**config.mk**
```make
export PLATFORM = sky130hd
export DESIGN_NAME = rv_csr
export DESIGN_NICKNAME = d
export VERILOG_FILES = /design/src/logic/rv_core_pkg.sv /design/src/logic/rv_csr.sv
export SDC_FILE = /design/constraint.sdc
export NUM_CORES = 1
export LEC_CHECK = 0
export ABC_AREA = 1
export BUFFER_PORTS_ARGS = -buffer_cell sky130_fd_sc_hd__buf_2
export CELL_PAD_IN_SITES_DETAIL_PLACEMENT = 0
export CELL_PAD_IN_SITES_GLOBAL_PLACEMENT = 1
export CORE_UTILIZATION = 30
export CTS_BUF_LIST = sky130_fd_sc_hd__clkbuf_4 sky130_fd_sc_hd__clkbuf_8
export DETAILED_ROUTE_END_ITERATION = 8
export PLACE_DENSITY = 0.84
export RECOVER_POWER = 25
export SYNTH_ARGS = -nofsm -noshare
export SYNTH_HDL_FRONTEND = slang
export SYNTH_SLANG_ARGS = --single-unit
```
**constraint.sdc**
```tcl
create_clock -name clk_i -period 2.3 [get_ports clk_i]
set_input_delay 0.115 -clock clk_i [delete_from_list [all_inputs] [get_ports clk_i]]
set_output_delay 0.115 -clock clk_i [all_outputs]
set_load 0.02 [all_outputs]
```
**src/logic/rv_core_pkg.sv**
```systemverilog
// Shared definitions for the multi-cycle RV32I core
// Word types, opcode and funct encodings, ALU operations, CSR numbers
// and the instruction word with its decode views
package rv_core_pkg;

  typedef logic [31:0] xlen_t;
  typedef logic [4:0]  reg_addr_t;
  typedef logic [11:0] csr_addr_t;

  // ALU operation code
  typedef logic [3:0]  alu_op_t;

  ////////////////////
  // Opcodes
  ////////////////////

  localparam logic [6:0] OpcodeOpImm  = 7'b0010011;
  localparam logic [6:0] OpcodeOp     = 7'b0110011;
  localparam logic [6:0] OpcodeLoad   = 7'b0000011;
  localparam logic [6:0] OpcodeStore  = 7'b0100011;
  localparam logic [6:0] OpcodeSystem = 7'b1110011;

  // Minor opcode fields
  localparam logic [2:0] Funct3AddSub = 3'b000;
  localparam logic [2:0] Funct3Sll    = 3'b001;
  localparam logic [2:0] Funct3Word   = 3'b010;
  localparam logic [2:0] Funct3Xor    = 3'b100;
  localparam logic [2:0] Funct3Srl    = 3'b101;
  localparam logic [2:0] Funct3Or     = 3'b110;
  localparam logic [2:0] Funct3And    = 3'b111;
  localparam logic [2:0] Funct3Csrrw  = 3'b001;
  localparam logic [6:0] Funct7Sub    = 7'b0100000;

  ////////////////////
  // ALU operations
  ////////////////////

  localparam alu_op_t AluAdd = 4'd0;
  localparam alu_op_t AluSub = 4'd1;
  localparam alu_op_t AluAnd = 4'd2;
  localparam alu_op_t AluOr  = 4'd3;
  localparam alu_op_t AluXor = 4'd4;
  localparam alu_op_t AluSll = 4'd5;
  localparam alu_op_t AluSrl = 4'd6;

  // Machine CSR numbers
  localparam csr_addr_t CsrMscratch = 12'h340;
  localparam csr_addr_t CsrMhartid  = 12'hF14;

  ////////////////////
  // Instruction word
  ////////////////////

  typedef union packed {
    struct packed {
      logic [6:0] funct7;
      reg_addr_t  rs2;
      reg_addr_t  rs1;
      logic [2:0] funct3;
      reg_addr_t  rd;
      logic [6:0] opcode;
    } r;
    struct packed {
      logic [11:0] imm;
      reg_addr_t   rs1;
      logic [2:0]  funct3;
      reg_addr_t   rd;
      logic [6:0]  opcode;
    } i;
    struct packed {
      logic [6:0] imm_hi;
      reg_addr_t  rs2;
      reg_addr_t  rs1;
      logic [2:0] funct3;
      logic [4:0] imm_lo;
      logic [6:0] opcode;
    } s;
  } rv_instr_u;

endpackage

```
**src/logic/rv_csr.sv**
```systemverilog
// Machine control and status registers
// mscratch is read/write, mhartid reports the core id
// Unimplemented numbers read zero and drop writes
`timescale 1ns/1ps

module rv_csr import rv_core_pkg::*; (
  input  logic       clk_i,
  input  logic       rst_ni,
  input  logic [3:0] core_id_i,
  input  logic       we_i,
  input  csr_addr_t  addr_i,
  input  xlen_t      wdata_i,
  output xlen_t      rdata_o
);

  xlen_t mscratch_q;

  // Write lands at the edge, so the same cycle still reads the old value
  always_ff @(posedge clk_i or negedge rst_ni) begin
    if (!rst_ni) begin
      mscratch_q <= '0;
    end else if (we_i && (addr_i == CsrMscratch)) begin
      mscratch_q <= wdata_i;
    end
  end

  ////////////////////
  // Read mux
  ////////////////////

  always_comb begin
    case (addr_i)
      CsrMscratch: rdata_o = mscratch_q;
      CsrMhartid:  rdata_o = {28'b0, core_id_i};
      default:     rdata_o = '0;
    endcase
  end

endmodule

```
==> key figures <==
Global routing
  – Gr usage total: 16.78%
  – Overflow after GRT: 0
  – Routing usage on met1: 20.47%
  – GRT met3 Usage: 4.286%
  – Number of antenna violations at the first check in global routing: 0
  – Routing usage on met2: 27.96%
  – Global-route wire length before repair: approximately 8000 um
  – GRT busiest layer: met2
  – Number of global-route vias before repair: around 1,700
  – Maximum number of pins on one net before global-route repair: 42

Timing
  – Slew HR: 46.84%
  – Highest achievable clock rate: slightly above 600 MHz
  – Count of final max-slew check failures: 0
  – Final Hold Fails: 0
  – Final Cycle Share: 70.35%
  – Clock Skew: 0 ns
  – Hold_ws: around 0.085 ns
  – Setup slack after layout: 0.6820 ns
  – Unrepaired setup endpoints after global routing: false
  – Final critical path time including I/O delays and setup: ~1.6 ns
  – Tightest Pin Transition: ~0.80 ns
  – Finish-stage setup viols: 0
  – Aggregate negative setup slack: 0 ns

Setup path
  – End of the worst register-to-register path: mscratch_q[31]
  – Largest fanout on the critical path: 41
  – Worst setup path start: addr_i[1]
  – Destination of the critical timing path: rdata_o[26]
  – FF-to-FF setup slack: 1.66 ns
  – Worst Setup End Kind: output port
  – Crit-path most repeated cell: buf_2
  – Reg-to-Reg Start: mscratch_q[31]
  – Critical path start-end classification: input port to output port
  – Critical Path Source Type: input port
  – Logic depth of the worst register-to-register path: 2
  – Maximum single-stage delay on the critical path: 0.42 ns
  – Ordered cell list for the critical path: buf_2, nor3_4, buf_4, nand2_4, nor2_1, buf_2
  – Critical-path top delay cell: buf_4
  – CP Data Required Time: around 2.2 ns
  – Arrival time of the worst setup path: 1.50 ns

Place
  – HPWL after detailed placement: between 3000 and 4000 um
  – Worst setup timing slack at the placement stage: 0.6787 ns
  – Routability cong.: 0.7501
  – IO Port Bufs: 82

Cells and area
  – Flip-flop count of the largest register after layout: 32
  – Register containing the most flip-flops in the final layout: mscratch_q
  – Area growth from synthesis to final layout: 31.39%
  – Top flop regs: mscratch_q: 32 flops
  – Fin nets: 358
  – Final antenna diode count: 0
  – Ratio of cells with drive above 1 in the final layout: 31.27%

Logic synthesis
  – Synthesized netlist net count: 281
  – Biggest area contributors in the synthesized netlist: dfrtp_1, nand2_1, nand4_1, nor2_1, inv_1
  – Post-synthesis share of cell area spent on and, or, nand and nor gates: 40.47%
  – Portion of synthesized cell area occupied by the leading cell type: 47.27%
  – Syn Inst Count: 230
  – Yosys warns: 0
  – Register area share after synthesis: 47.27%
  – Cell type with the highest aggregate area in the netlist: dfrtp_1
  – Synth Cell Area: 1694 um^2
  – Count of state elements after synthesis: 32
  – Number of library cell types mapped by synthesis: 12
  – Share of synthesized cell area in full adder, half adder and majority cells: 0%
  – Multiplexer fraction of the synthesized cell area: 0%
  – Combinational family with the most area after synthesis: simple AND/OR/NAND/NOR gates
  – Post-synthesis compound-gate area fraction: 0%
  – Xor-xnor portion of the synthesized cell area: 0%
  – Avg Cell Area, Syn: between 7 and 8 um^2

Floorplan
  – Core Rows: 26
  – Height of the chip: 77.15 um
  – Starting Density: between 30% and 40%
  – Top-Level Pins: 83
  – Die X-Extent: 77.15 um
  – Core region area: around 5300 um^2
  – Overall die area: 5951 um^2

Status
  – Status: finished, final reports clean

Clock tree
  – Post-CTS setup repair buffer count: 0
  – Number of clock buffers inserted by TritonCTS: 5
  – Clock sinks: 32
  – CTS tree: done
  – Clock edge transition at the registers on the reported setup and hold paths: roughly 0.070 ns
  – Clock Tree Buf Depth: 2
  – Buffer cell driving the clock tree root: clkbuf_8
  – Clock latency of the later-clocked register in the worst-skew pair: 0.28 ns
  – H-tree level count: 2

Min path
  – Hold Crit Start: wdata_i[25]
  – Hold Path Class: input port to flop

Route
  – WL/cell: roughly 12 um
  – Wire length reported by the detailed router: between 4000 and 5000 um
  – Detailed-routing iteration count for the pre-antenna-repair pass: 4
  – Routed vias: 1,705
  – Iteration-0 DRC count of the detailed router: 42
  – Mean number of vias per cell: roughly 4.5
  – Remaining design rule violation count: 0
  – Detail Route Antenna Nets: 0

Pwr
  – VDD IR-drop max: between 0.2 and 0.25 mV
  – Pleak: 0.001250 uW
  – Total power density per cell area: roughly 480 nW/um^2

Flow run
  – Maxcap violations: 0
power by group:
| part | internal, uW | total, uW | switching (uW) |
|---|---|---|---|
| combinational | 36.5 | 84.1 | 47.6 |
| clock | 217 | 417 | 200 |
| sequential | 565 | 567 | 1.31 |
repair_timing:
action | CTS | global route
hold buffers | 1 | 0
resized for setup | 0 | 0
endpoints found under the hold margin | 32 | 0
setup endpoints to repair | 0 | 0
cell families (layout without fill, tap and decap cells):
kind of cell  after synthesis  after routing
simple gates              151            151
buf+inv                    47            124
flops                      32             32
worst max-delay path: cells and delay by family:
| kind | cells | cell delay [ns] |
|---|---|---|
| AND/OR/NAND/NOR | 3 | 0.65 |
| buffers and inverters | 3 | 0.71 |
stage by stage:
step                      total power [uW]  cell area [um^2]  std cells  util (%)
after floorplan                      599.2              1694        230         -
after global placement               660.7              2135        369     40.50
after detailed placement             661.4              2135        369     40.50
after CTS                             1086              2226        377     42.24
after global routing                  1114              2226        377     42.24
final                                 1068              2226        377     42.24
worst min path at each step:
stage / to / cells after the start
2_1_floorplan: mscratch_q[0] / 0
3_3_place_gp: mscratch_q[24] / 1
3_5_place_dp: mscratch_q[23] / 1
4_1_cts: mscratch_q[4] / 3
5_1_grt: mscratch_q[5] / 3
6_report: mscratch_q[25] / 3
per-layer routing:
layer	vias up	wire, um	part of all wire [%]
met5	-	0	0
met1	773	2098	47
met2	45	2045	46
met4	0	74	1.7
met3	8	250	5.6
li1	879	-	-
synthesized netlist by cell type:
master / instances
nor3_1: 2
nand2_1: 73
buf_2: 7
nand2_4: 1
nand4_1: 36
inv_1: 30
buf_4: 6
dfrtp_1: 32
clkbuf_1: 4
nand3_1: 5
nor2_1: 33
nor3_4: 1
cell usage in the layout, fill, tap and decap left out:
master	count
inv_1	30
clkinv_2	1
nand3_1	5
nor3_1	2
nor2_4	1
dfrtp_1	32
buf_4	4
clkbuf_4	1
nand4_1	36
clkbuf_2	1
buf_2	81
nand2_1	73
clkbuf_8	5
nor3_4	1
dlygate4sd3_1	1
nand2_4	1
nor2_1	32
area by class of cell:
type / count / area (um^2)
inverter: 30 / 112.6
timing repair buffer: 87 / 450.4
clock buffer: 6 / 76.32
tap: 70 / 87.58
fill: 581 / 3044
clock inverter: 1 / 5.005
sequential: 32 / 800.8
multi-input combinational: 151 / 693.2
Power figures use the tool's default switching activity.
