<file path="src/logic/rv_core_pkg.sv">
// Shared definitions for the multi-cycle RV32I core
// Word types, opcode and funct encodings, ALU operations, CSR numbers
// and the instruction word with its decode views
package rv_core_pkg;

  typedef logic [31:0] xlen_t;
  typedef logic [4:0]  reg_addr_t;
  typedef logic [11:0] csr_addr_t;

  // ALU operation code
  typedef logic [3:0]  alu_op_t;

  ////////////////////
  // Opcodes
  ////////////////////

  localparam logic [6:0] OpcodeOpImm  = 7'b0010011;
  localparam logic [6:0] OpcodeOp     = 7'b0110011;
  localparam logic [6:0] OpcodeLoad   = 7'b0000011;
  localparam logic [6:0] OpcodeStore  = 7'b0100011;
  localparam logic [6:0] OpcodeSystem = 7'b1110011;

  // Minor opcode fields
  localparam logic [2:0] Funct3AddSub = 3'b000;
  localparam logic [2:0] Funct3Sll    = 3'b001;
  localparam logic [2:0] Funct3Word   = 3'b010;
  localparam logic [2:0] Funct3Xor    = 3'b100;
  localparam logic [2:0] Funct3Srl    = 3'b101;
  localparam logic [2:0] Funct3Or     = 3'b110;
  localparam logic [2:0] Funct3And    = 3'b111;
  localparam logic [2:0] Funct3Csrrw  = 3'b001;
  localparam logic [6:0] Funct7Sub    = 7'b0100000;

  ////////////////////
  // ALU operations
  ////////////////////

  localparam alu_op_t AluAdd = 4'd0;
  localparam alu_op_t AluSub = 4'd1;
  localparam alu_op_t AluAnd = 4'd2;
  localparam alu_op_t AluOr  = 4'd3;
  localparam alu_op_t AluXor = 4'd4;
  localparam alu_op_t AluSll = 4'd5;
  localparam alu_op_t AluSrl = 4'd6;

  // Machine CSR numbers
  localparam csr_addr_t CsrMscratch = 12'h340;
  localparam csr_addr_t CsrMhartid  = 12'hF14;

  ////////////////////
  // Instruction word
  ////////////////////

  typedef union packed {
    struct packed {
      logic [6:0] funct7;
      reg_addr_t  rs2;
      reg_addr_t  rs1;
      logic [2:0] funct3;
      reg_addr_t  rd;
      logic [6:0] opcode;
    } r;
    struct packed {
      logic [11:0] imm;
      reg_addr_t   rs1;
      logic [2:0]  funct3;
      reg_addr_t   rd;
      logic [6:0]  opcode;
    } i;
    struct packed {
      logic [6:0] imm_hi;
      reg_addr_t  rs2;
      reg_addr_t  rs1;
      logic [2:0] funct3;
      logic [4:0] imm_lo;
      logic [6:0] opcode;
    } s;
  } rv_instr_u;

endpackage

</file>
<file path="src/logic/rv_lsu.sv">
// Word load/store unit
// Registers the request, raises one data strobe and waits for the answer
// Load data is captured and held for writeback
`timescale 1ns/1ps

module rv_lsu import rv_core_pkg::*; (
  input  logic  clk_i,
  input  logic  rst_ni,
  input  logic  start_i,
  input  logic  we_i,
  input  xlen_t addr_i,
  input  xlen_t wdata_i,

  // Data bus
  output logic  data_req_o,
  output logic  data_we_o,
  output xlen_t data_addr_o,
  output xlen_t data_wdata_o,
  input  logic  data_rvalid_i,
  input  xlen_t data_rdata_i,

  output logic  done_o,
  output xlen_t rdata_o
);

  logic  req_q;
  logic  pending_q;
  logic  we_q;
  xlen_t addr_q;
  xlen_t wdata_q;
  xlen_t rdata_q;

  always_ff @(posedge clk_i or negedge rst_ni) begin
    if (!rst_ni) begin
      req_q     <= 1'b0;
      pending_q <= 1'b0;
      we_q      <= 1'b0;
    end else begin
      req_q <= start_i;
      if (start_i) begin
        we_q <= we_i;
      end
      // Busy from the strobe until the single answer
      if (req_q) begin
        pending_q <= 1'b1;
      end else if (data_rvalid_i) begin
        pending_q <= 1'b0;
      end
    end
  end

  always_ff @(posedge clk_i) begin
    if (start_i) begin
      addr_q  <= addr_i;
      wdata_q <= wdata_i;
    end
    if (done_o && !we_q) begin
      rdata_q <= data_rdata_i;
    end
  end

  assign data_req_o   = req_q;
  assign data_we_o    = we_q;
  assign data_addr_o  = addr_q;
  assign data_wdata_o = wdata_q;

  assign done_o  = data_rvalid_i & pending_q;
  assign rdata_o = done_o ? data_rdata_i : rdata_q;

endmodule

</file>
<file path="config.mk">
export PLATFORM = sky130hd
export DESIGN_NAME = rv_lsu
export DESIGN_NICKNAME = d
export VERILOG_FILES = /design/src/logic/rv_core_pkg.sv /design/src/logic/rv_lsu.sv
export SDC_FILE = /design/constraint.sdc
export NUM_CORES = 1
export LEC_CHECK = 0
export ABC_AREA = 1
export CAP_MARGIN = 20
export CORE_UTILIZATION = 58
export DETAILED_ROUTE_END_ITERATION = 12
export DONT_BUFFER_PORTS = 1
export GPL_ROUTABILITY_DRIVEN = 0
export PLACE_DENSITY = 0.76
export SETUP_SLACK_MARGIN = 0.4
export SYNTH_ARGS = -nofsm -noshare
export SYNTH_HDL_FRONTEND = slang
export SYNTH_SLANG_ARGS = --single-unit
</file>
<file path="constraint.sdc">
create_clock -name clk_i -period 5.4 [get_ports clk_i]
set_clock_uncertainty 0.2 [all_clocks]
set_input_delay 0.54 -clock clk_i [delete_from_list [all_inputs] [get_ports clk_i]]
set_output_delay 0.54 -clock clk_i [all_outputs]
set_load 0.02 [all_outputs]
</file>
==> key figures <==
Outcome
  • Outcome: finished, final reports clean

Final layout
  • Core Util, Final: 0.637
  • Ant diodes: 0
  • NumNets Final: between 300 and 400
  • Fin area: about 0.0038 mm^2
  • Layout area overhead: 5.87%
  • Final non-filler cell total: ~300
  • Share of post-route cells with drive strength above 1: 0.121

Floorplanning
  • Die height: roughly 80 um
  • IO Count: 200
  • Initial Utilization: 0.601
  • Chip width: about 80 um
  • Die area: approximately 0.0065 mm^2
  • CORE AREA: 0.00592 mm^2
  • Rows: 28

Logic synthesis
  • Synth Area in Adders: 0
  • Syn Area/Cell: 16.6 um^2
  • Compound-Gate Fraction of Synth Area: 0.00351
  • Cells after Synth: approximately 210
  • Number of synthesized register bits: 99
  • Multiplexer share of the synthesized area: 0
  • Post-synthesis simple-gate area fraction: 0.126
  • Largest family of logic cells by synthesized area: simple AND/OR/NAND/NOR gates
  • XOR/XNOR Fraction of Synth Area: 0
  • Post-Synthesis Net Count: 315
  • Synth cell types: 13
  • Yosys warns: 0
  • Seq/Total Area, Yosys: 0.831
  • Synthesized cell area: around 0.0036 mm^2

Drt
  • WL final: ~6000 um
  • DRC: 0
  • Via density: roughly 5.6
  • DRT Pass-1 Iters: 5
  • First DRT Iteration DRCs: 93
  • Via count: ~1,700
  • Wirelength per Cell: between 20 and 25 um
  • Routed Antenna Nets: 0

Power
  • Clk network pwr share: 0.288
  • LEAKAGE: roughly 1.4 nW
  • Pwr dens: just under 400 mW/mm^2
  • Power Internal: ~1.1 mW
  • Flop pwr share: 0.660
  • Total power: about 1.5 mW
  • Gate power share: 0.052
  • Sw Share: 0.258
  • Net switching power: 0.382 mW
  • Maximum vdd ir drop: 0.000236 V

Timing
  • Max_slew headroom: 0.748
  • # setup viols final: 0
  • RSZ-0062 raised after global routing: false
  • Final hold violation count: 0
  • Fin crit period: roughly 2.3 ns
  • Hold slack: about 0.073 ns
  • Worst slew pin tran: around 0.38 ns
  • Period utilisation layout: 0.423
  • Max Slew Vio Count: 0
  • PnR worst setup slack: ~3.1 ns
  • FMAX: 0.437 GHz
  • Setup TNS: 0 ns

Worst setup path
  • Worst EP required: about 4.7 ns
  • RR Startpoint: pending_q
  • CP Class: reg -> out
  • Crit-path max FO: 34
  • Crit path launch: pending_q
  • Startpoint types: flop
  • Worst reg-to-reg path cell count: 4
  • Critical Path End Type: output port
  • R2r setup slk: roughly 3.5 ns
  • Crit path to: rdata_o[17]
  • Reg2Reg Capture Point: rdata_q[15]
  • Crit path arrival time: ~1.6 ns

GRT
  • Antenna violations before repair: 0
  • GR Overflow Total: 0
  • Vias in the first global route: about 1,500
  • Total track usage: 0.177
  • First-pass GRT wire length: between 7000 and 8000 um
  • Largest net degree at the start of global routing: 68

Clock tree
  • Clk Latency, worst-skew pair: 0.34 ns
  • Clock-pin slew on the worst setup and hold paths: 0.10 ns
  • Maximum clock insertion buffer count: 2
  • Clock tree sinks: 99
  • CTS Buf Count: 9
  • TritonCTS clock tree: built
  • Htree depth: 3
  • # resized after CTS: 0
  • Root Buffer: clkbuf_8

Placement
  • Placed cells: 279
  • Hpwl dp: 4280 um
  • Setup WS pre-CTS: between 2 and 3 ns
  • Area post-placement: approximately 0.0035 mm^2
  • Port Buffers: 0

Job
  • Number of max-cap violations: 0

Worst hold path
  • HP Class: in -> reg
==> power groups by stage <==
stage	Combinational [mW]	Sequential [mW]	Clock (mW)
3_5_place_dp	0.0684	0.999	0
3_3_place_gp	0.0674	1.00	0
4_1_cts	0.0700	0.984	0.438
6_report	0.0764	0.979	0.427
2_1_floorplan	0.0799	0.987	0
5_1_grt	0.0857	0.984	0.466
==> flip-flops by register name, indices dropped and copies added (netlist names) <==
name and cells:
data_wdata_o 32, data_addr_o 32, data_we_o 1, pending_q 1, rdata_q 32, data_req_o 1
==> cells in the final DEF (no fill, tap or decap), types with 2 or more instances in the layout <==
| master | instances |
|---|---|
| edfxtp_1 | 96 |
| nand2_1 | 57 |
| nand3_1 | 32 |
| clkbuf_8 | 9 |
| nand2_2 | 8 |
| inv_1 | 3 |
| clkinv_4 | 3 |
| dfrtp_1 | 3 |
| dlygate4sd3_1 | 2 |
==> logic make-up after synthesis <==
logic type / after synthesis
DFF: 99
and+or+nand+nor: 99
AOI/OAI and AO/OA: 2
buffers and inverters: 14
==> worst max-delay path, cell delays in order, from the launching register on <==
cell and delay, ns:
dfrtp_1 0.49, buf_16 0.22, nand2_8 0.21, nand2_1 0.09, nand2_1 0.18
==> layer usage <==
layer / share of wire / up-vias / track usage / wire length (um)
met2: 0.52 / 122 / 0.290 / 3080
met3: 0.091 / 15 / 0.0795 / 541
met5: 0 / - / 0 / 0
li1: - / 774 / - / -
met1: 0.36 / 753 / 0.184 / 2180
met4: 0.029 / 0 / 0.109 / 172
==> synthesized netlist by cell type <==
library cell,n,area (um^2)
buf_12,1,20.0
buf_4,1,7.51
buf_6,9,101
dfrtp_1,3,75.1
edfxtp_1,96,2880
inv_1,3,11.3
nand2_1,57,214
nand2_2,8,50.1
nand2_8,1,20.0
nand3_1,32,160
nor2_2,1,6.26
o21ai_0,1,5.00
o21bai_1,1,7.51
==> layout make-up <==
class | count | area [um^2]
clock buffer | 10 | 128
clock inverter | 6 | 61.3
fill | 428 | 2150
inverter | 3 | 11.3
multi-input combinational | 101 | 463
sequential | 99 | 2960
tap | 75 | 93.8
timing repair buffer | 4 | 55.1
==> worst min-delay path by stage <==
stage | endpoint | slack [ns] | cells past startpoint | from
2_1_floorplan | data_req_o | 0.04 | 0 | rst_ni
3_3_place_gp | data_we_o | 0.04 | 0 | rst_ni
3_5_place_dp | data_we_o | 0.04 | 0 | rst_ni
4_1_cts | data_wdata_o[5] | 0.06 | 0 | wdata_i[5]
5_1_grt | data_addr_o[2] | 0.05 | 0 | addr_i[2]
6_report | data_addr_o[27] | 0.07 | 0 | addr_i[27]
==> timing repair <==
| action | CTS | global route |
|---|---|---|
| endpoints found under the hold margin | 4 | 0 |
| hold buffers | 2 | 0 |
| buffers inserted | 0 | 0 |
Power figures use the tool's default switching activity.
