## config.mk

```make
export PLATFORM = sky130hd
export DESIGN_NAME = rv_regfile
export DESIGN_NICKNAME = d
export VERILOG_FILES = /design/src/logic/rv_core_pkg.sv /design/src/logic/rv_regfile.sv
export SDC_FILE = /design/constraint.sdc
export NUM_CORES = 2
export LEC_CHECK = 0
export BUFFER_PORTS_ARGS = -buffer_cell sky130_fd_sc_hd__buf_2
export CAP_MARGIN = 20
export CELL_PAD_IN_SITES_DETAIL_PLACEMENT = 1
export CELL_PAD_IN_SITES_GLOBAL_PLACEMENT = 1
export CORE_UTILIZATION = 45
export DETAILED_ROUTE_END_ITERATION = 6
export GPL_ROUTABILITY_DRIVEN = 1
export GPL_TIMING_DRIVEN = 1
export PLACE_DENSITY_LB_ADDON = 0.2
export SYNTH_ARGS = -nofsm -noshare
export SYNTH_HDL_FRONTEND = slang
export SYNTH_SLANG_ARGS = --single-unit
```

## constraint.sdc

```tcl
create_clock -name clk_i -period 2.67 [get_ports clk_i]
set_input_delay 0.4005 -clock clk_i [delete_from_list [all_inputs] [get_ports clk_i]]
set_output_delay 0.4005 -clock clk_i [all_outputs]
set_load 0.03 [all_outputs]
```

## src/logic/rv_core_pkg.sv

```systemverilog
// Shared definitions for the multi-cycle RV32I core
// Word types, opcode and funct encodings, ALU operations, CSR numbers
// and the instruction word with its decode views
package rv_core_pkg;

  typedef logic [31:0] xlen_t;
  typedef logic [4:0]  reg_addr_t;
  typedef logic [11:0] csr_addr_t;

  // ALU operation code
  typedef logic [3:0]  alu_op_t;

  ////////////////////
  // Opcodes
  ////////////////////

  localparam logic [6:0] OpcodeOpImm  = 7'b0010011;
  localparam logic [6:0] OpcodeOp     = 7'b0110011;
  localparam logic [6:0] OpcodeLoad   = 7'b0000011;
  localparam logic [6:0] OpcodeStore  = 7'b0100011;
  localparam logic [6:0] OpcodeSystem = 7'b1110011;

  // Minor opcode fields
  localparam logic [2:0] Funct3AddSub = 3'b000;
  localparam logic [2:0] Funct3Sll    = 3'b001;
  localparam logic [2:0] Funct3Word   = 3'b010;
  localparam logic [2:0] Funct3Xor    = 3'b100;
  localparam logic [2:0] Funct3Srl    = 3'b101;
  localparam logic [2:0] Funct3Or     = 3'b110;
  localparam logic [2:0] Funct3And    = 3'b111;
  localparam logic [2:0] Funct3Csrrw  = 3'b001;
  localparam logic [6:0] Funct7Sub    = 7'b0100000;

  ////////////////////
  // ALU operations
  ////////////////////

  localparam alu_op_t AluAdd = 4'd0;
  localparam alu_op_t AluSub = 4'd1;
  localparam alu_op_t AluAnd = 4'd2;
  localparam alu_op_t AluOr  = 4'd3;
  localparam alu_op_t AluXor = 4'd4;
  localparam alu_op_t AluSll = 4'd5;
  localparam alu_op_t AluSrl = 4'd6;

  // Machine CSR numbers
  localparam csr_addr_t CsrMscratch = 12'h340;
  localparam csr_addr_t CsrMhartid  = 12'hF14;

  ////////////////////
  // Instruction word
  ////////////////////

  typedef union packed {
    struct packed {
      logic [6:0] funct7;
      reg_addr_t  rs2;
      reg_addr_t  rs1;
      logic [2:0] funct3;
      reg_addr_t  rd;
      logic [6:0] opcode;
    } r;
    struct packed {
      logic [11:0] imm;
      reg_addr_t   rs1;
      logic [2:0]  funct3;
      reg_addr_t   rd;
      logic [6:0]  opcode;
    } i;
    struct packed {
      logic [6:0] imm_hi;
      reg_addr_t  rs2;
      reg_addr_t  rs1;
      logic [2:0] funct3;
      logic [4:0] imm_lo;
      logic [6:0] opcode;
    } s;
  } rv_instr_u;

endpackage

```

## src/logic/rv_regfile.sv

```systemverilog
// Integer register file
// Two combinational read ports and one write port, x0 tied to zero
`timescale 1ns/1ps

module rv_regfile import rv_core_pkg::*; #(
  parameter int unsigned NumRegs = 32
) (
  input  logic      clk_i,
  input  logic      rst_ni,
  input  reg_addr_t raddr_a_i,
  input  reg_addr_t raddr_b_i,
  input  reg_addr_t waddr_i,
  input  logic      we_i,
  input  xlen_t     wdata_i,
  output xlen_t     rdata_a_o,
  output xlen_t     rdata_b_o
);

  xlen_t regs_q [NumRegs];

  // x0 and indices past the implemented set are never written
  always_ff @(posedge clk_i or negedge rst_ni) begin
    if (!rst_ni) begin
      for (int i = 0; i < NumRegs; i++) begin
        regs_q[i] <= '0;
      end
    end else if (we_i && (waddr_i != '0) && (waddr_i < NumRegs)) begin
      regs_q[waddr_i] <= wdata_i;
    end
  end

  assign rdata_a_o = ((raddr_a_i != '0) && (raddr_a_i < NumRegs)) ? regs_q[raddr_a_i] : '0;
  assign rdata_b_o = ((raddr_b_i != '0) && (raddr_b_i < NumRegs)) ? regs_q[raddr_b_i] : '0;

endmodule

```

==> impl_metrics.prom <==
# TYPE chip_impl_metric gauge
chip_impl_metric{name="io_buffer_count",unit=""} 113
chip_impl_metric{name="fp.dieW",unit="um"} 350
chip_impl_metric{name="finalWorstSetupSlack",unit="ns"} -0.227
chip_impl_metric{name="detailedPlacementHpwl",unit="um"} 128000
chip_impl_info{name="largest_registers_in_the_final_layout",value="regs_q (1024)"} 1
chip_impl_metric{name="initial_utilization",unit="%"} 45.4
chip_impl_metric{name="power.share.combinational",unit="%"} 22.3
chip_impl_info{name="post_synth_main_area_contributors",value="dfrtp_1, mux2_2, mux4_2, mux2i_1, buf_2"} 1
chip_impl_metric{name="ir_drop_worst_vdd",unit="uV"} 579
chip_impl_metric{name="p_sw_share",unit="%"} 28.5
chip_impl_metric{name="routabilityCongestion",unit=""} 0.895
chip_impl_metric{name="layout_min_cycle_time",unit="ns"} 2.90
chip_impl_metric{name="globalRouteTotalUtil",unit="%"} 34.2
chip_impl_info{name="critPathLaunch",value="regs_q[434]"} 1
chip_impl_metric{name="timing_hold_violations_final",unit=""} 0
chip_impl_metric{name="route.antenna.remaining_nets",unit=""} 0
chip_impl_metric{name="ys.warnings.count",unit=""} 0
chip_impl_metric{name="internal_power",unit="mW"} 35.5
chip_impl_metric{name="total_switching_power",unit="mW"} 14.1
chip_impl_metric{name="synth.cell_area",unit="um2"} 54400
chip_impl_metric{name="drt_iter0_markers",unit=""} 3592
chip_impl_info{name="slowest_cell_on_crit_path",value="a311oi_2"} 1
chip_impl_metric{name="power.density",unit="nW/um2"} 750
chip_impl_metric{name="htree_num_levels",unit=""} 3
chip_impl_metric{name="count_of_filler_cells_inserted_in_the_layout",unit=""} 10900
chip_impl_metric{name="fp-row-count",unit=""} 127
chip_impl_metric{name="synth.distinct_cells",unit=""} 35
chip_impl_metric{name="die_height",unit="um"} 350
chip_impl_metric{name="io_pins",unit=""} 114
chip_impl_metric{name="setup-violations-final",unit=""} 64
chip_impl_info{name="worstSetupEndpointType",value="output pin"} 1
chip_impl_metric{name="core",unit="um2"} 120000
chip_impl_info{name="top_library_cells_by_usage_in_the_layout_fill_and_taps_aside",value="dfrtp_1, mux2_2, mux4_2"} 1
chip_impl_metric{name="grt_pass1_wl",unit="um"} 300000
chip_impl_metric{name="total_leakage_power",unit="nW"} 28.5
chip_impl_metric{name="worst_slew_margin_rel",unit="%"} 37.9
chip_impl_metric{name="critPathMaxStageDelay",unit="ns"} 0.43
chip_impl_metric{name="placed_cells_incl_taps",unit=""} 5314
chip_impl_metric{name="area_growth",unit="%"} 21.4
chip_impl_metric{name="finalHoldWorstSlack",unit="ns"} 0.168
chip_impl_metric{name="clkTransAtPathRegs",unit="ns"} 0.06
chip_impl_metric{name="final-max-slew-violation-count",unit=""} 0
chip_impl_metric{name="clk_latency",unit="ns"} 0.73
chip_impl_metric{name="synthesis.nets",unit=""} 3673
chip_impl_metric{name="finish.net_count",unit=""} 3868
chip_impl_metric{name="seqPwrFrac",unit="%"} 42.1
chip_impl_metric{name="worstPathMaxFanout",unit=""} 3
chip_impl_info{name="hold_path.class",value="primary input to asynchronous set/reset pin"} 1
chip_impl_metric{name="tightest_slew",unit="ns"} 0.931
chip_impl_metric{name="seqCellArea",unit="um2"} 25600
chip_impl_metric{name="fin_skew",unit="ns"} 0
chip_impl_metric{name="grt_pass1_vias",unit=""} 41100
chip_impl_metric{name="post_dr_wirelength_cell",unit="um"} 37.4
chip_impl_info{name="outcome",value="finished with violations"} 1
chip_impl_metric{name="largest_register_ffs",unit=""} 1024
chip_impl_metric{name="arrival",unit="ns"} 2.50
chip_impl_metric{name="clock.fmax",unit="GHz"} 0.345
chip_impl_metric{name="pin_count_of_the_biggest_net_entering_global_routing",unit=""} 151
chip_impl_metric{name="synthCells",unit=""} 3623
chip_impl_metric{name="drv.max_cap_violation_count",unit=""} 0
chip_impl_metric{name="clkPwrFrac",unit="%"} 35.6
chip_impl_info{name="timing.critical_path.from_type",value="register"} 1
chip_impl_metric{name="number_of_antenna_violations_at_the_first_check_in_global_routing",unit=""} 11
chip_impl_metric{name="multiInputGateArea",unit="um2"} 28700
chip_impl_metric{name="clock_sink_count",unit=""} 1024
chip_impl_info{name="worst_path_dominant_cell_family",value="compound AO/OA/AOI/OAI gates"} 1
chip_impl_info{name="regMostFlops",value="regs_q"} 1
chip_impl_metric{name="crit_buf_inv",unit=""} 1
chip_impl_metric{name="final.period_utilization",unit="%"} 108
chip_impl_info{name="yosysTopAreaCell",value="dfrtp_1"} 1
chip_impl_info{name="tritoncts",value="yes"} 1
chip_impl_metric{name="die-area",unit="um2"} 122000
chip_impl_info{name="cp_cell_sequence",value="mux2i_1 -> a221oi_2 -> o21ai_1 -> a311oi_2 -> buf_4"} 1
chip_impl_info{name="clock_tree_root_driver_cell",value="clkbuf_16"} 1
chip_impl_metric{name="syn_avg_cell_area",unit="um2"} 15.0
chip_impl_metric{name="number_of_buffers_added_by_the_clock_tree_synthesis_step",unit=""} 115
chip_impl_metric{name="routed_wirelength",unit="um"} 207000
chip_impl_metric{name="final_layout_size_suffix_gt1_share",unit="%"} 62.2
chip_impl_info{name="failed_checks",value="setup timing"} 1
chip_impl_metric{name="routed-via-count",unit=""} 37500
chip_impl_metric{name="number_of_drc_violations_after_detailed_routing",unit=""} 0
chip_impl_metric{name="drtPass1Iterations",unit=""} 6
chip_impl_metric{name="congestion_overflow_gr",unit=""} 0
chip_impl_info{name="mostFrequentLayoutCell",value="dfrtp_1"} 1
chip_impl_info{name="r2r_start",value="regs_q[825]"} 1
chip_impl_metric{name="worstPathRequired",unit="ns"} 2.27
chip_impl_metric{name="yosysTopAreaCellShare",unit="%"} 47.1
chip_impl_metric{name="synth_sequential_area_ratio",unit="%"} 47.1
chip_impl_info{name="grt_setup_unrepaired",value="yes"} 1
chip_impl_info{name="critical_path_class",value="register to output pin"} 1
chip_impl_metric{name="flip_flop_and_latch_count_after_synthesis",unit=""} 1024
chip_impl_metric{name="finalNonFillerCells",unit=""} 5532
chip_impl_metric{name="clock_tree.buffer_depth",unit=""} 3
chip_impl_metric{name="detail_route.vias_per_cell",unit=""} 6.78
## cells by family after synthesis
kind of cell / share of synthesized area, %
AOI/OAI and AO/OA: 4.85
buffers and inverters: 3.74
DFF: 47.1
muxes: 42.7
and+or+nand+nor: 1.62
## final timing paths
path	cells past startpoint	slack [ns]	to
setup / recovery	5	-0.23	rdata_b_o[18]
hold / removal	2	0.17	regs_q[330]
setup reg to reg	2	1.74	regs_q[825]
hold reg to reg	0	0.40	regs_q[998]
max in group asynchronous	3	1.29	regs_q[382]
min in group clk_i	2	0.30	regs_q[735]
## metrics by stage
stage	utilization [%]	worst slack [ns]	total power [mW]	instance area (um2)	setup TNS [ns]
after detailed placement	49.9	-0.526	31.0	59900	-10.17
after global placement	49.9	-0.523	30.1	59900	-8.65
after CTS	54.5	-0.266	49.3	65300	-10.15
after global routing	55.1	-0.263	51.2	66100	-9.92
final	55.1	-0.227	49.6	66100	-7.26
after floorplan	-	0.00584	27.2	54500	0
## cell usage after synthesis
library cell,number
a211oi_1,64
a221oi_1,48
a22oi_1,64
a311oi_1,64
and2_1,2
and2b_1,1
and3_1,3
buf_1,15
buf_2,158
buf_4,47
buf_6,4
clkbuf_1,207
clkbuf_4,1
dfrtp_1,1024
inv_1,2
mux2_1,59
mux2_2,997
mux2i_1,128
mux4_2,448
nand2_1,47
nand2b_1,5
nand3_1,4
nand4_1,1
nand4b_1,1
nor2_1,20
nor2b_1,72
nor3_1,2
nor3_2,1
nor3b_2,1
o2111ai_1,16
o21ai_0,103
o21ai_1,9
or2_2,2
or3_1,1
or4_4,2
## metal layers
metal | GRT usage (%) | vias to the layer above | wire length (um) | part of all wire [%]
li1 | - | 14500 | - | -
met5 | 0 | - | 70 | 0.034
met3 | 7.50 | 599 | 15900 | 7.7
met4 | 17.6 | 10 | 10700 | 5.2
met2 | 53.7 | 1784 | 98500 | 48
met1 | 44.5 | 20600 | 81800 | 40
## power by group through the flow
| stage | combinational, mW | clock, mW | sequential [mW] |
|---|---|---|---|
| 6_report | 11.1 | 17.7 | 20.9 |
| 5_1_grt | 11.6 | 18.4 | 21.2 |
| 4_1_cts | 10.7 | 17.9 | 20.7 |
| 3_5_place_dp | 10.0 | 0 | 21.0 |
| 3_3_place_gp | 9.63 | 0 | 20.5 |
| 2_1_floorplan | 7.14 | 0 | 20.1 |
## layout make-up
| class | count | area share [%] |
|---|---|---|
| clock buffer | 154 | 5.02 |
| clock inverter | 60 | 1.31 |
| antenna | 5 | 0.0189 |
| sequential | 1024 | 38.8 |
| tap | 1612 | 3.05 |
| timing repair buffer | 510 | 8.39 |
| inverter | 2 | 0.0151 |
| multi-input combinational | 2165 | 43.4 |
## what timing repair did
action,4_1_cts,5_1_grt
resized for setup,353,132
cloned,1,3
buffers inserted,9,10
setup endpoints to repair,64,64
pin swaps,57,77
hold endpoints to repair,245,0
hold buffers,1,0
(Power assumes the default switching activity.)
