[config.mk]
export PLATFORM = sky130hd
export DESIGN_NAME = rv_alu
export DESIGN_NICKNAME = d
export VERILOG_FILES = /design/src/logic/rv_core_pkg.sv /design/src/logic/rv_alu.sv
export SDC_FILE = /design/constraint.sdc
export NUM_CORES = 1
export LEC_CHECK = 0
export ABC_AREA = 1
export BUFFER_PORTS_ARGS = -buffer_cell sky130_fd_sc_hd__buf_2
export CAP_MARGIN = 20
export CORE_MARGIN = 2
export CORE_UTILIZATION = 56
export DETAILED_ROUTE_END_ITERATION = 8
export PLACE_DENSITY = 0.91
export SLEW_MARGIN = 20
export SYNTH_ARGS = -nofsm -noshare
export SYNTH_HDL_FRONTEND = slang
export SYNTH_SLANG_ARGS = --single-unit
[constraint.sdc]
create_clock -name vclk -period 3.19
set_clock_uncertainty 0.15 [all_clocks]
set_input_delay 0.4785 -clock vclk [all_inputs]
set_output_delay 0.4785 -clock vclk [all_outputs]
set_load 0.03 [all_outputs]
[src/logic/rv_core_pkg.sv]
// Shared definitions for the multi-cycle RV32I core
// Word types, opcode and funct encodings, ALU operations, CSR numbers
// and the instruction word with its decode views
package rv_core_pkg;

  typedef logic [31:0] xlen_t;
  typedef logic [4:0]  reg_addr_t;
  typedef logic [11:0] csr_addr_t;

  // ALU operation code
  typedef logic [3:0]  alu_op_t;

  ////////////////////
  // Opcodes
  ////////////////////

  localparam logic [6:0] OpcodeOpImm  = 7'b0010011;
  localparam logic [6:0] OpcodeOp     = 7'b0110011;
  localparam logic [6:0] OpcodeLoad   = 7'b0000011;
  localparam logic [6:0] OpcodeStore  = 7'b0100011;
  localparam logic [6:0] OpcodeSystem = 7'b1110011;

  // Minor opcode fields
  localparam logic [2:0] Funct3AddSub = 3'b000;
  localparam logic [2:0] Funct3Sll    = 3'b001;
  localparam logic [2:0] Funct3Word   = 3'b010;
  localparam logic [2:0] Funct3Xor    = 3'b100;
  localparam logic [2:0] Funct3Srl    = 3'b101;
  localparam logic [2:0] Funct3Or     = 3'b110;
  localparam logic [2:0] Funct3And    = 3'b111;
  localparam logic [2:0] Funct3Csrrw  = 3'b001;
  localparam logic [6:0] Funct7Sub    = 7'b0100000;

  ////////////////////
  // ALU operations
  ////////////////////

  localparam alu_op_t AluAdd = 4'd0;
  localparam alu_op_t AluSub = 4'd1;
  localparam alu_op_t AluAnd = 4'd2;
  localparam alu_op_t AluOr  = 4'd3;
  localparam alu_op_t AluXor = 4'd4;
  localparam alu_op_t AluSll = 4'd5;
  localparam alu_op_t AluSrl = 4'd6;

  // Machine CSR numbers
  localparam csr_addr_t CsrMscratch = 12'h340;
  localparam csr_addr_t CsrMhartid  = 12'hF14;

  ////////////////////
  // Instruction word
  ////////////////////

  typedef union packed {
    struct packed {
      logic [6:0] funct7;
      reg_addr_t  rs2;
      reg_addr_t  rs1;
      logic [2:0] funct3;
      reg_addr_t  rd;
      logic [6:0] opcode;
    } r;
    struct packed {
      logic [11:0] imm;
      reg_addr_t   rs1;
      logic [2:0]  funct3;
      reg_addr_t   rd;
      logic [6:0]  opcode;
    } i;
    struct packed {
      logic [6:0] imm_hi;
      reg_addr_t  rs2;
      reg_addr_t  rs1;
      logic [2:0] funct3;
      logic [4:0] imm_lo;
      logic [6:0] opcode;
    } s;
  } rv_instr_u;

endpackage

[src/logic/rv_alu.sv]
// Integer ALU
// Add, subtract, logic and logical shifts on 32-bit operands
// The shared adder also produces load/store addresses
`timescale 1ns/1ps

module rv_alu import rv_core_pkg::*; (
  input  alu_op_t op_i,
  input  xlen_t   operand_a_i,
  input  xlen_t   operand_b_i,
  output xlen_t   result_o
);

  logic       sub;
  xlen_t      adder_b;
  xlen_t      adder_result;
  logic [4:0] shamt;

  // Subtract as a + ~b + 1 through the same adder
  assign sub          = op_i == AluSub;
  assign adder_b      = sub ? ~operand_b_i : operand_b_i;
  assign adder_result = operand_a_i + adder_b + {31'b0, sub};

  assign shamt = operand_b_i[4:0];

  always_comb begin
    case (op_i)
      AluAdd,
      AluSub: result_o = adder_result;
      AluAnd: result_o = operand_a_i & operand_b_i;
      AluOr:  result_o = operand_a_i | operand_b_i;
      AluXor: result_o = operand_a_i ^ operand_b_i;
      AluSll: result_o = operand_a_i << shamt;
      AluSrl: result_o = operand_a_i >> shamt;
      default: result_o = adder_result;
    endcase
  end

endmodule

==> results.tsv, run 1 <==
stage	metric	value	unit
status	error	[ERROR GRT-0232] Routing congestion too high. Check the congestion heatmap in the GUI.	
logic_synthesis	syn_avg_cell_area	5.41	um^2
logic_synthesis	syn-num-nets	1519	
logic_synthesis	synthCells	1354	
status	status	stopped before the end	
die	initial_core_util	0.578	
die	fp-row-count	41	
placed_design	dpl.hpwl	24100	um
logic_synthesis	yosysTopAreaCell	nand2_1	
grt	grt_remaining_overflow	280	
logic_synthesis	synth_area	0.00732	mm^2
logic_synthesis	yosysWarnings	0	
timing	worstEpCategory	output port	
grt	globalRouteTotalUtil	0.775	
die	ioPinCount	100	
placed_design	gp_congestion	1.24	
placed_design	io_buffers	100	
logic_synthesis	synth.top_cell.area_share	0.190	
logic_synthesis	yosysUniqueCellTypes	44	
logic_synthesis	synth_seq_area_share	0	
logic_synthesis	synth_area_leaders	nand2_1 (19%), ha_1 (16%), nand3_1 (8.7%), inv_1 (7.9%), o21ai_0 (7.4%)	
grt	grt_max_degree	76	
timing	worst_endpoint	result_o[30]	
status	stop_stage	global routing (5_1_grt)	
placed_design	place_area	0.00872	mm^2
die	die_h	118	um
die	die_x	118	um
==> metal layers <==
layer / GRT usage / overflow
met1: 0.762 / 2
met2: 0.913 / 137
met3: 0.641 / 9
met4: 0.834 / 131
met5: 0.257 / 1
==> Yosys cell counts, types with 5 or more instances <==
cell type and n:
clkbuf_1 25, mux2i_1 13, o21ai_1 46, xor2_1 41, a21oi_1 69, o21ai_0 109, nand3_1 128, o211ai_1 30
nand2_1 370, ha_1 96, o21ai_2 8, buf_4 7, nand4_1 12, a221oi_1 16, or2_1 7, inv_1 155
nor3_1 10, buf_6 6, buf_2 20, nor2_1 103, a21o_1 5, a31oi_1 5, o21a_1 18, buf_1 12
==> cell families after synthesis <==
| group | synth area share |
|---|---|
| AND/OR/NAND/NOR | 0.371 |
| AO/OA/AOI/OAI | 0.259 |
| buffers and inverters | 0.134 |
| adder cells (fa/ha/maj) | 0.167 |
| XOR/XNOR | 0.0514 |
| multiplexers | 0.0178 |
==> what timing repair did <==
action                     CTS
pin swaps                   60
setup endpoints to repair   29
hold buffers                 0
setup buffers               27
gates resized for setup    218
cloned                       2
==> stage by stage <==
stage | util | std cells | worst slack, ns | hold WS [ns]
floorplan | - | 1354 | -0.0235 | 1.18
global placement | 0.689 | 1683 | -0.343 | 1.48
detailed placement | 0.689 | 1683 | -0.477 | 1.48
CTS | 0.763 | 1711 | -0.213 | 1.44
==> inputs of run 2 (changes only) <==
CORE_UTILIZATION = 40   (was 56)
PLACE_DENSITY = default   (was 0.91)
PLACE_DENSITY_LB_ADDON = 0.15   (was default)
clock period = 4.15 ns   (was 3.19 ns; I/O delays follow)
==> run 2 against run 1 <==
  * The run now ends clean
  * Area after synthesis unchanged
  * Synthesized cell count is the same
==> results.tsv, run 2 <==
stage	metric	value	unit	change
status	status	finished, final reports clean		
placed_design	io_buffers	100		unchanged
layout	drive_gt1_frac	0.124		
grt	antenna_found_initial	0		
timing	hold_ws	1.78	ns	
routing	viasPerCell	5.77		
min_path	min_to	result_o[31]		
timing	final-hold-violation-count	0		
pwr	p_comb_frac	1.000		
grt	grt_pass1_wl	48500	um	
pwr	seqPwrFrac	0		
layout	layout.nets	1581		
logic_synthesis	syn_avg_cell_area	5.41	um^2	unchanged
min_path	hold_path_class	input port to primary output		
routing	routedWlPerCell	19.4	um	
critical_path	end_kind	primary output		
die	fp.coreArea	0.0180	mm^2	
routing	route.final.wire_length	31800	um	
layout	flops_and_latches	0		
pwr	swShare	0.688		
layout	final_common_cell	nand2_1		
critical_path	start_kind	input port		
routing	drtIter0Drc	1070		
pwr	p_leak	4.20	nW	
timing	finalCritPeriodShare	0.944		
layout	fillers	2074		
layout	seqCellArea	0	um^2	
logic_synthesis	synth.top_cell.area_share	0.190		unchanged
min_path	holdPathStages	7		
grt	grt_remaining_overflow	0		
placed_design	place_area	0.00800	mm^2	-8.3%
logic_synthesis	synth_seq_area_share	0		unchanged
logic_synthesis	yosysTopAreaCell	nand2_1		
timing	rsz0062_at_grt	false		
critical_path	critPathKind	input port to primary output		
layout	layout_common_cells	nand2_1 (366), inv_1 (153), nand3_1 (128)		
die	die_h	139	um	+18%
critical_path	worst-path-buf-inv	4		
pwr	p_per_area	159	mW/mm^2	
timing	fmax	255	MHz	
grt	grt_pass1_vias	8600		
timing	max-slew-margin-rel	0.333		
pwr	p_switching	0.000886	W	
timing	worst_slew_pin_slew	0.999	ns	
logic_synthesis	yosys-top-cells-count	nand2_1 (370), inv_1 (155), nand3_1 (128)		
timing	finalSetupTns	0	ns	
critical_path	path_depth	17		
pwr	cellInternalPower	0.000402	W	
routing	drt_first_pass_iters	6		
critical_path	cpMaxStageDelayCell	ha_1		
layout	nClkBuffers	0		
placed_design	dpl.hpwl	25800	um	+7.3%
critical_path	critical-path-max-stage-delay	0.38	ns	
pwr	total_power	0.00129	W	
logic_synthesis	yosysWarnings	0		unchanged
routing	vias	9476		
routing	ant_nets	0		
critical_path	required	3.38	ns	
die	die_x	139	um	+18%
logic_synthesis	yosysMostFrequentCell	nand2_1		
critical_path	path_cells	buf_2 > inv_1 > nor2_4 > nand2_2 > buf_12 > xor2_1 > ha_1 > a21oi_1 > o21ai_0 > a21oi_1 > o21ai_0 > a21oi_1 > nand2_1 > nand2_1 > nand3_1 > nand2_1 > buf_2		
logic_synthesis	synth_area	0.00732	mm^2	unchanged
layout	antenna_cells	0		
logic_synthesis	synth_area_leaders	nand2_1 (19%), ha_1 (16%), nand3_1 (8.7%), inv_1 (7.9%), o21ai_0 (7.4%)		
logic_synthesis	yosysUniqueCellTypes	44		unchanged
run	cap_violations	0		
timing	setup_viol	0		
critical_path	crit_family	compound AO/OA/AOI/OAI gates		
timing	drv_slew	0		
pwr	p_clk_frac	0		
layout	syn2layout_area_growth	10.4	%	
die	dieArea	0.0194	mm^2	
layout	final_cell_area	0.00809	mm^2	
routing	drc	0		
die	fp-row-count	49		+20%
timing	period_minus_slack	3.92	ns	
layout	final_util	0.450		
grt	grt_max_degree	78		
grt	globalRouteTotalUtil	0.314		
critical_path	cp.arrival	3.14	ns	
die	ioPinCount	100		unchanged
logic_synthesis	syn-num-nets	1519		unchanged
min_path	min_from	operand_b_i[31]		
logic_synthesis	synthCells	1354		unchanged
pwr	ir_drop	0.000129	V	
placed_design	gp_congestion	1.04		-16%
die	initial_core_util	0.408		-0.170
critical_path	cp_max_fo	30		
[run 2: tightest hold or removal path, stage by stage]
cell      delay (ns)
buf_2           0.11
ha_1            0.15
a221oi_1        0.07
nand2_1         0.06
nor2_1          0.06
nand2_1         0.06
buf_2           0.18
[run 2: per-stage QoR]
step	worst slack, ns	cells
2_1_floorplan	0.402	1354
3_3_place_gp	0.0196	1641
3_5_place_dp	0.0506	1641
4_1_cts	0.0408	1641
5_1_grt	0.0322	1643
6_report	0.233	1643
[run 2: cell families (layout without fill, tap and decap cells)]
logic type / Yosys count / in the layout / share of synthesized area
multiplexers: 13 / 13 / 0.0178
buffers and inverters: 229 / 289 / 0.134
XOR/XNOR: 43 / 43 / 0.0514
AO/OA/AOI/OAI: 322 / 322 / 0.259
adder cells (fa/ha/maj): 97 / 97 / 0.167
AND/OR/NAND/NOR: 650 / 650 / 0.371
[run 2: metal layers]
metal  track usage  routed length (um)  vias up
met3        0.0282                2660       75
met4         0.141                1790        0
met2         0.495               13600      505
met1         0.436               13800     4255
met5             0                   0        -
li1              -                   -     4641
[run 2: worst max-delay path by stage]
stage	startpoint	to	slack, ns
floorplan	op_i[3]	result_o[22]	0.40
global placement	op_i[3]	result_o[20]	0.02
detailed placement	op_i[0]	result_o[20]	0.05
CTS	op_i[0]	result_o[20]	0.04
global route	op_i[0]	result_o[23]	0.03
finish	op_i[0]	result_o[30]	0.23
[run 2: layout make-up]
| class | instances | area (um^2) | share of cell area |
|---|---|---|---|
| Inverter | 157 | 589 | 0.0729 |
| Tap cell | 229 | 287 | 0.0354 |
| Multi-Input combinational cell | 1125 | 6420 | 0.794 |
| Timing Repair Buffer | 132 | 791 | 0.0978 |
[run 2: power by group through the flow]
stage | Sequential, W | Combinational [W] | Clock (W)
floorplan | 0 | 0.000862 | 0
global placement | 0 | 0.00124 | 0
detailed placement | 0 | 0.00124 | 0
CTS | 0 | 0.00125 | 0
global route | 0 | 0.00141 | 0
finish | 0 | 0.00129 | 0
[run 2: repair_timing]
action,4_1_cts,5_1_grt
resized for setup,0,22
hold buffers,0,0
setup endpoints to repair,0,21
setup buffers,0,2
(Power assumes the default switching activity.)
==> inputs of run 3 (changes only) <==
CELL_PAD_IN_SITES_DETAIL_PLACEMENT = 0   (was default)
CELL_PAD_IN_SITES_GLOBAL_PLACEMENT = 1   (was default)
CORE_MARGIN = 5   (was 2)
CORE_UTILIZATION = 37   (was 40)
clock period = 3.3 ns   (was 4.15 ns; I/O delays follow)
==> run 3 against run 2 <==
  * Critical path depth up 1
  * Flip-flop and latch count unchanged
  * The flow now finishes with violations (setup timing)
  * Final area up 34%
  * Sequential share of layout area unchanged
  * Via count up 7.2%
  * Critical endpoint is now result_o[28]
  * Routed wire length up 21%
  * Worst setup slack worse by 0.46 ns
==> results.tsv, run 3 (synthesis gave the netlist of run 2 again) <==
stage	metric	value	unit	change
status	status	finished, violations left		
status	violations	setup timing		
grt	antenna_found_initial	0		unchanged
critical_path	critPathKind	input port to primary output		
timing	finalCritPeriodShare	1.07		
layout	nClkBuffers	0		unchanged
clock_network	hold_buffers	0		unchanged
placed_design	io_buffers	100		unchanged
layout	flops_and_latches	0		unchanged
placed_design	dpl.hpwl	30800	um	+19%
routing	drt_first_pass_iters	5		-1
critical_path	cp.arrival	2.88	ns	-0.26 ns
routing	drtIter0Drc	840		-21%
pwr	ir_drop	0.000182	V	+41%
critical_path	required	2.65	ns	-0.73 ns
grt	grt_pass1_wl	55700	um	+15%
timing	hold_ws	1.45	ns	-0.322 ns
timing	rsz0062_at_grt	true		
layout	seqCellArea	0	um^2	unchanged
routing	route.final.wire_length	38500	um	+21%
die	ioPinCount	100		unchanged
critical_path	critical-path-max-stage-delay	0.35	ns	-0.03 ns
timing	drv_slew	0		unchanged
layout	final_common_cell	nand2_1		
layout	antenna_cells	0		unchanged
layout	drive_gt1_frac	0.328		+0.203
grt	grt_max_degree	74		-5.1%
die	die_x	151	um	+8.2%
critical_path	start_kind	input port		
critical_path	crit_family	simple AND/OR/NAND/NOR gates		
critical_path	end_kind	primary output		
timing	period_minus_slack	3.53	ns	
critical_path	path_cells	buf_8 > inv_4 > nor2_4 > nand2_4 > clkbuf_16 > xor2_4 > fa_2 > inv_2 > nand2_4 > o21ai_4 > a21oi_2 > o21ai_2 > nand3b_1 > nand2_1 > nand2_1 > nand3_1 > nand2_2 > buf_6		
die	die_h	151	um	+8.2%
critical_path	cp_max_fo	4		-87%
routing	vias	10200		+7.2%
placed_design	gp_congestion	1.02		-2.6%
layout	final_util	0.559		+0.109
layout	layout_common_cells	nand2_1 (329), buf_4 (215), inv_1 (138)		
layout	layout.nets	1790		+13%
run	cap_violations	0		unchanged
critical_path	worst-path-buf-inv	5		+1
grt	globalRouteTotalUtil	0.320		+0.00524
timing	final-hold-violation-count	0		unchanged
routing	drc	0		unchanged
timing	setup_viol	24		+24
grt	grt_remaining_overflow	0		unchanged
layout	syn2layout_area_growth	48.4	%	
pwr	p_per_area	219	mW/mm^2	+37%
timing	max-slew-margin-rel	0.464		+0.131
routing	routedWlPerCell	20.4	um	+5.3%
placed_design	placed_cells	1856		+13%
critical_path	cpMaxStageDelayCell	fa_2		
routing	ant_nets	0		unchanged
die	fp-row-count	51		+4.1%
die	dieArea	0.0227	mm^2	+17%
timing	worst_slew_pin_slew	0.803	ns	-0.195 ns
min_path	min_from	operand_b_i[31]		
critical_path	crit_start	op_i[0]		
pwr	p_leak	5.52	nW	+31%
grt	grt_pass1_vias	9484		+10%
die	initial_core_util	0.376		-0.0314
die	fp.coreArea	0.0195	mm^2	+8.3%
timing	worst_slack	-0.227	ns	-0.460 ns
placed_design	dp_slack	-0.444	ns	-0.494 ns
timing	fmax	283	MHz	
layout	fin_cells	1888		+15%
min_path	hold_path_class	input port to primary output		
routing	viasPerCell	5.38		-6.7%
==> run 3: power breakdown <==
group | total (W) | leakage, nW | switching, W | internal [W]
registers | 0 | 0 | 0 | 0
clock network | 0 | 0 | 0 | 0
logic | 0.00238 | 5.52 | 0.00140 | 0.000985
total | 0.00238 | 5.52 | 0.00140 | 0.000985
==> run 3: what timing repair did <==
action                     CTS  global route
setup buffers               19            10
pin swaps                   30            69
gates cloned                 1             4
setup endpoints to repair   27            32
resized for setup          154           171
hold endpoints to repair     0             0
==> run 3: per-layer routing <==
layer | global-route usage | part of all wire | vias to the layer above
met2 | 0.555 | 0.47 | 391
met4 | 0.101 | 0.040 | 0
met1 | 0.425 | 0.43 | 4650
li1 | - | - | 5057
met5 | 0 | 0 | -
met3 | 0.0163 | 0.057 | 62
==> run 3: final cells by class <==
type               count  area, um^2
fillers             2071        8590
inverters            157         594
multi-input cells   1125        7180
well taps            265         332
repair buffers       341        2770
==> run 3: stage by stage <==
step                      cell area (um^2)  setup TNS (ns)  total power, W
final                                10900           -3.24         0.00238
after floorplan                       7340         -0.0241         0.00109
after CTS                            10100           -2.24         0.00212
after detailed placement              9430           -7.19         0.00189
after global placement                9430           -6.72         0.00189
after global routing                 10900           -6.26         0.00255
==> run 3: worst paths after layout <==
path                      endpoint  slack, ns  depth (start not counted)
worst max-delay path  result_o[28]      -0.23                         18
worst min-delay path  result_o[31]       1.45                          7
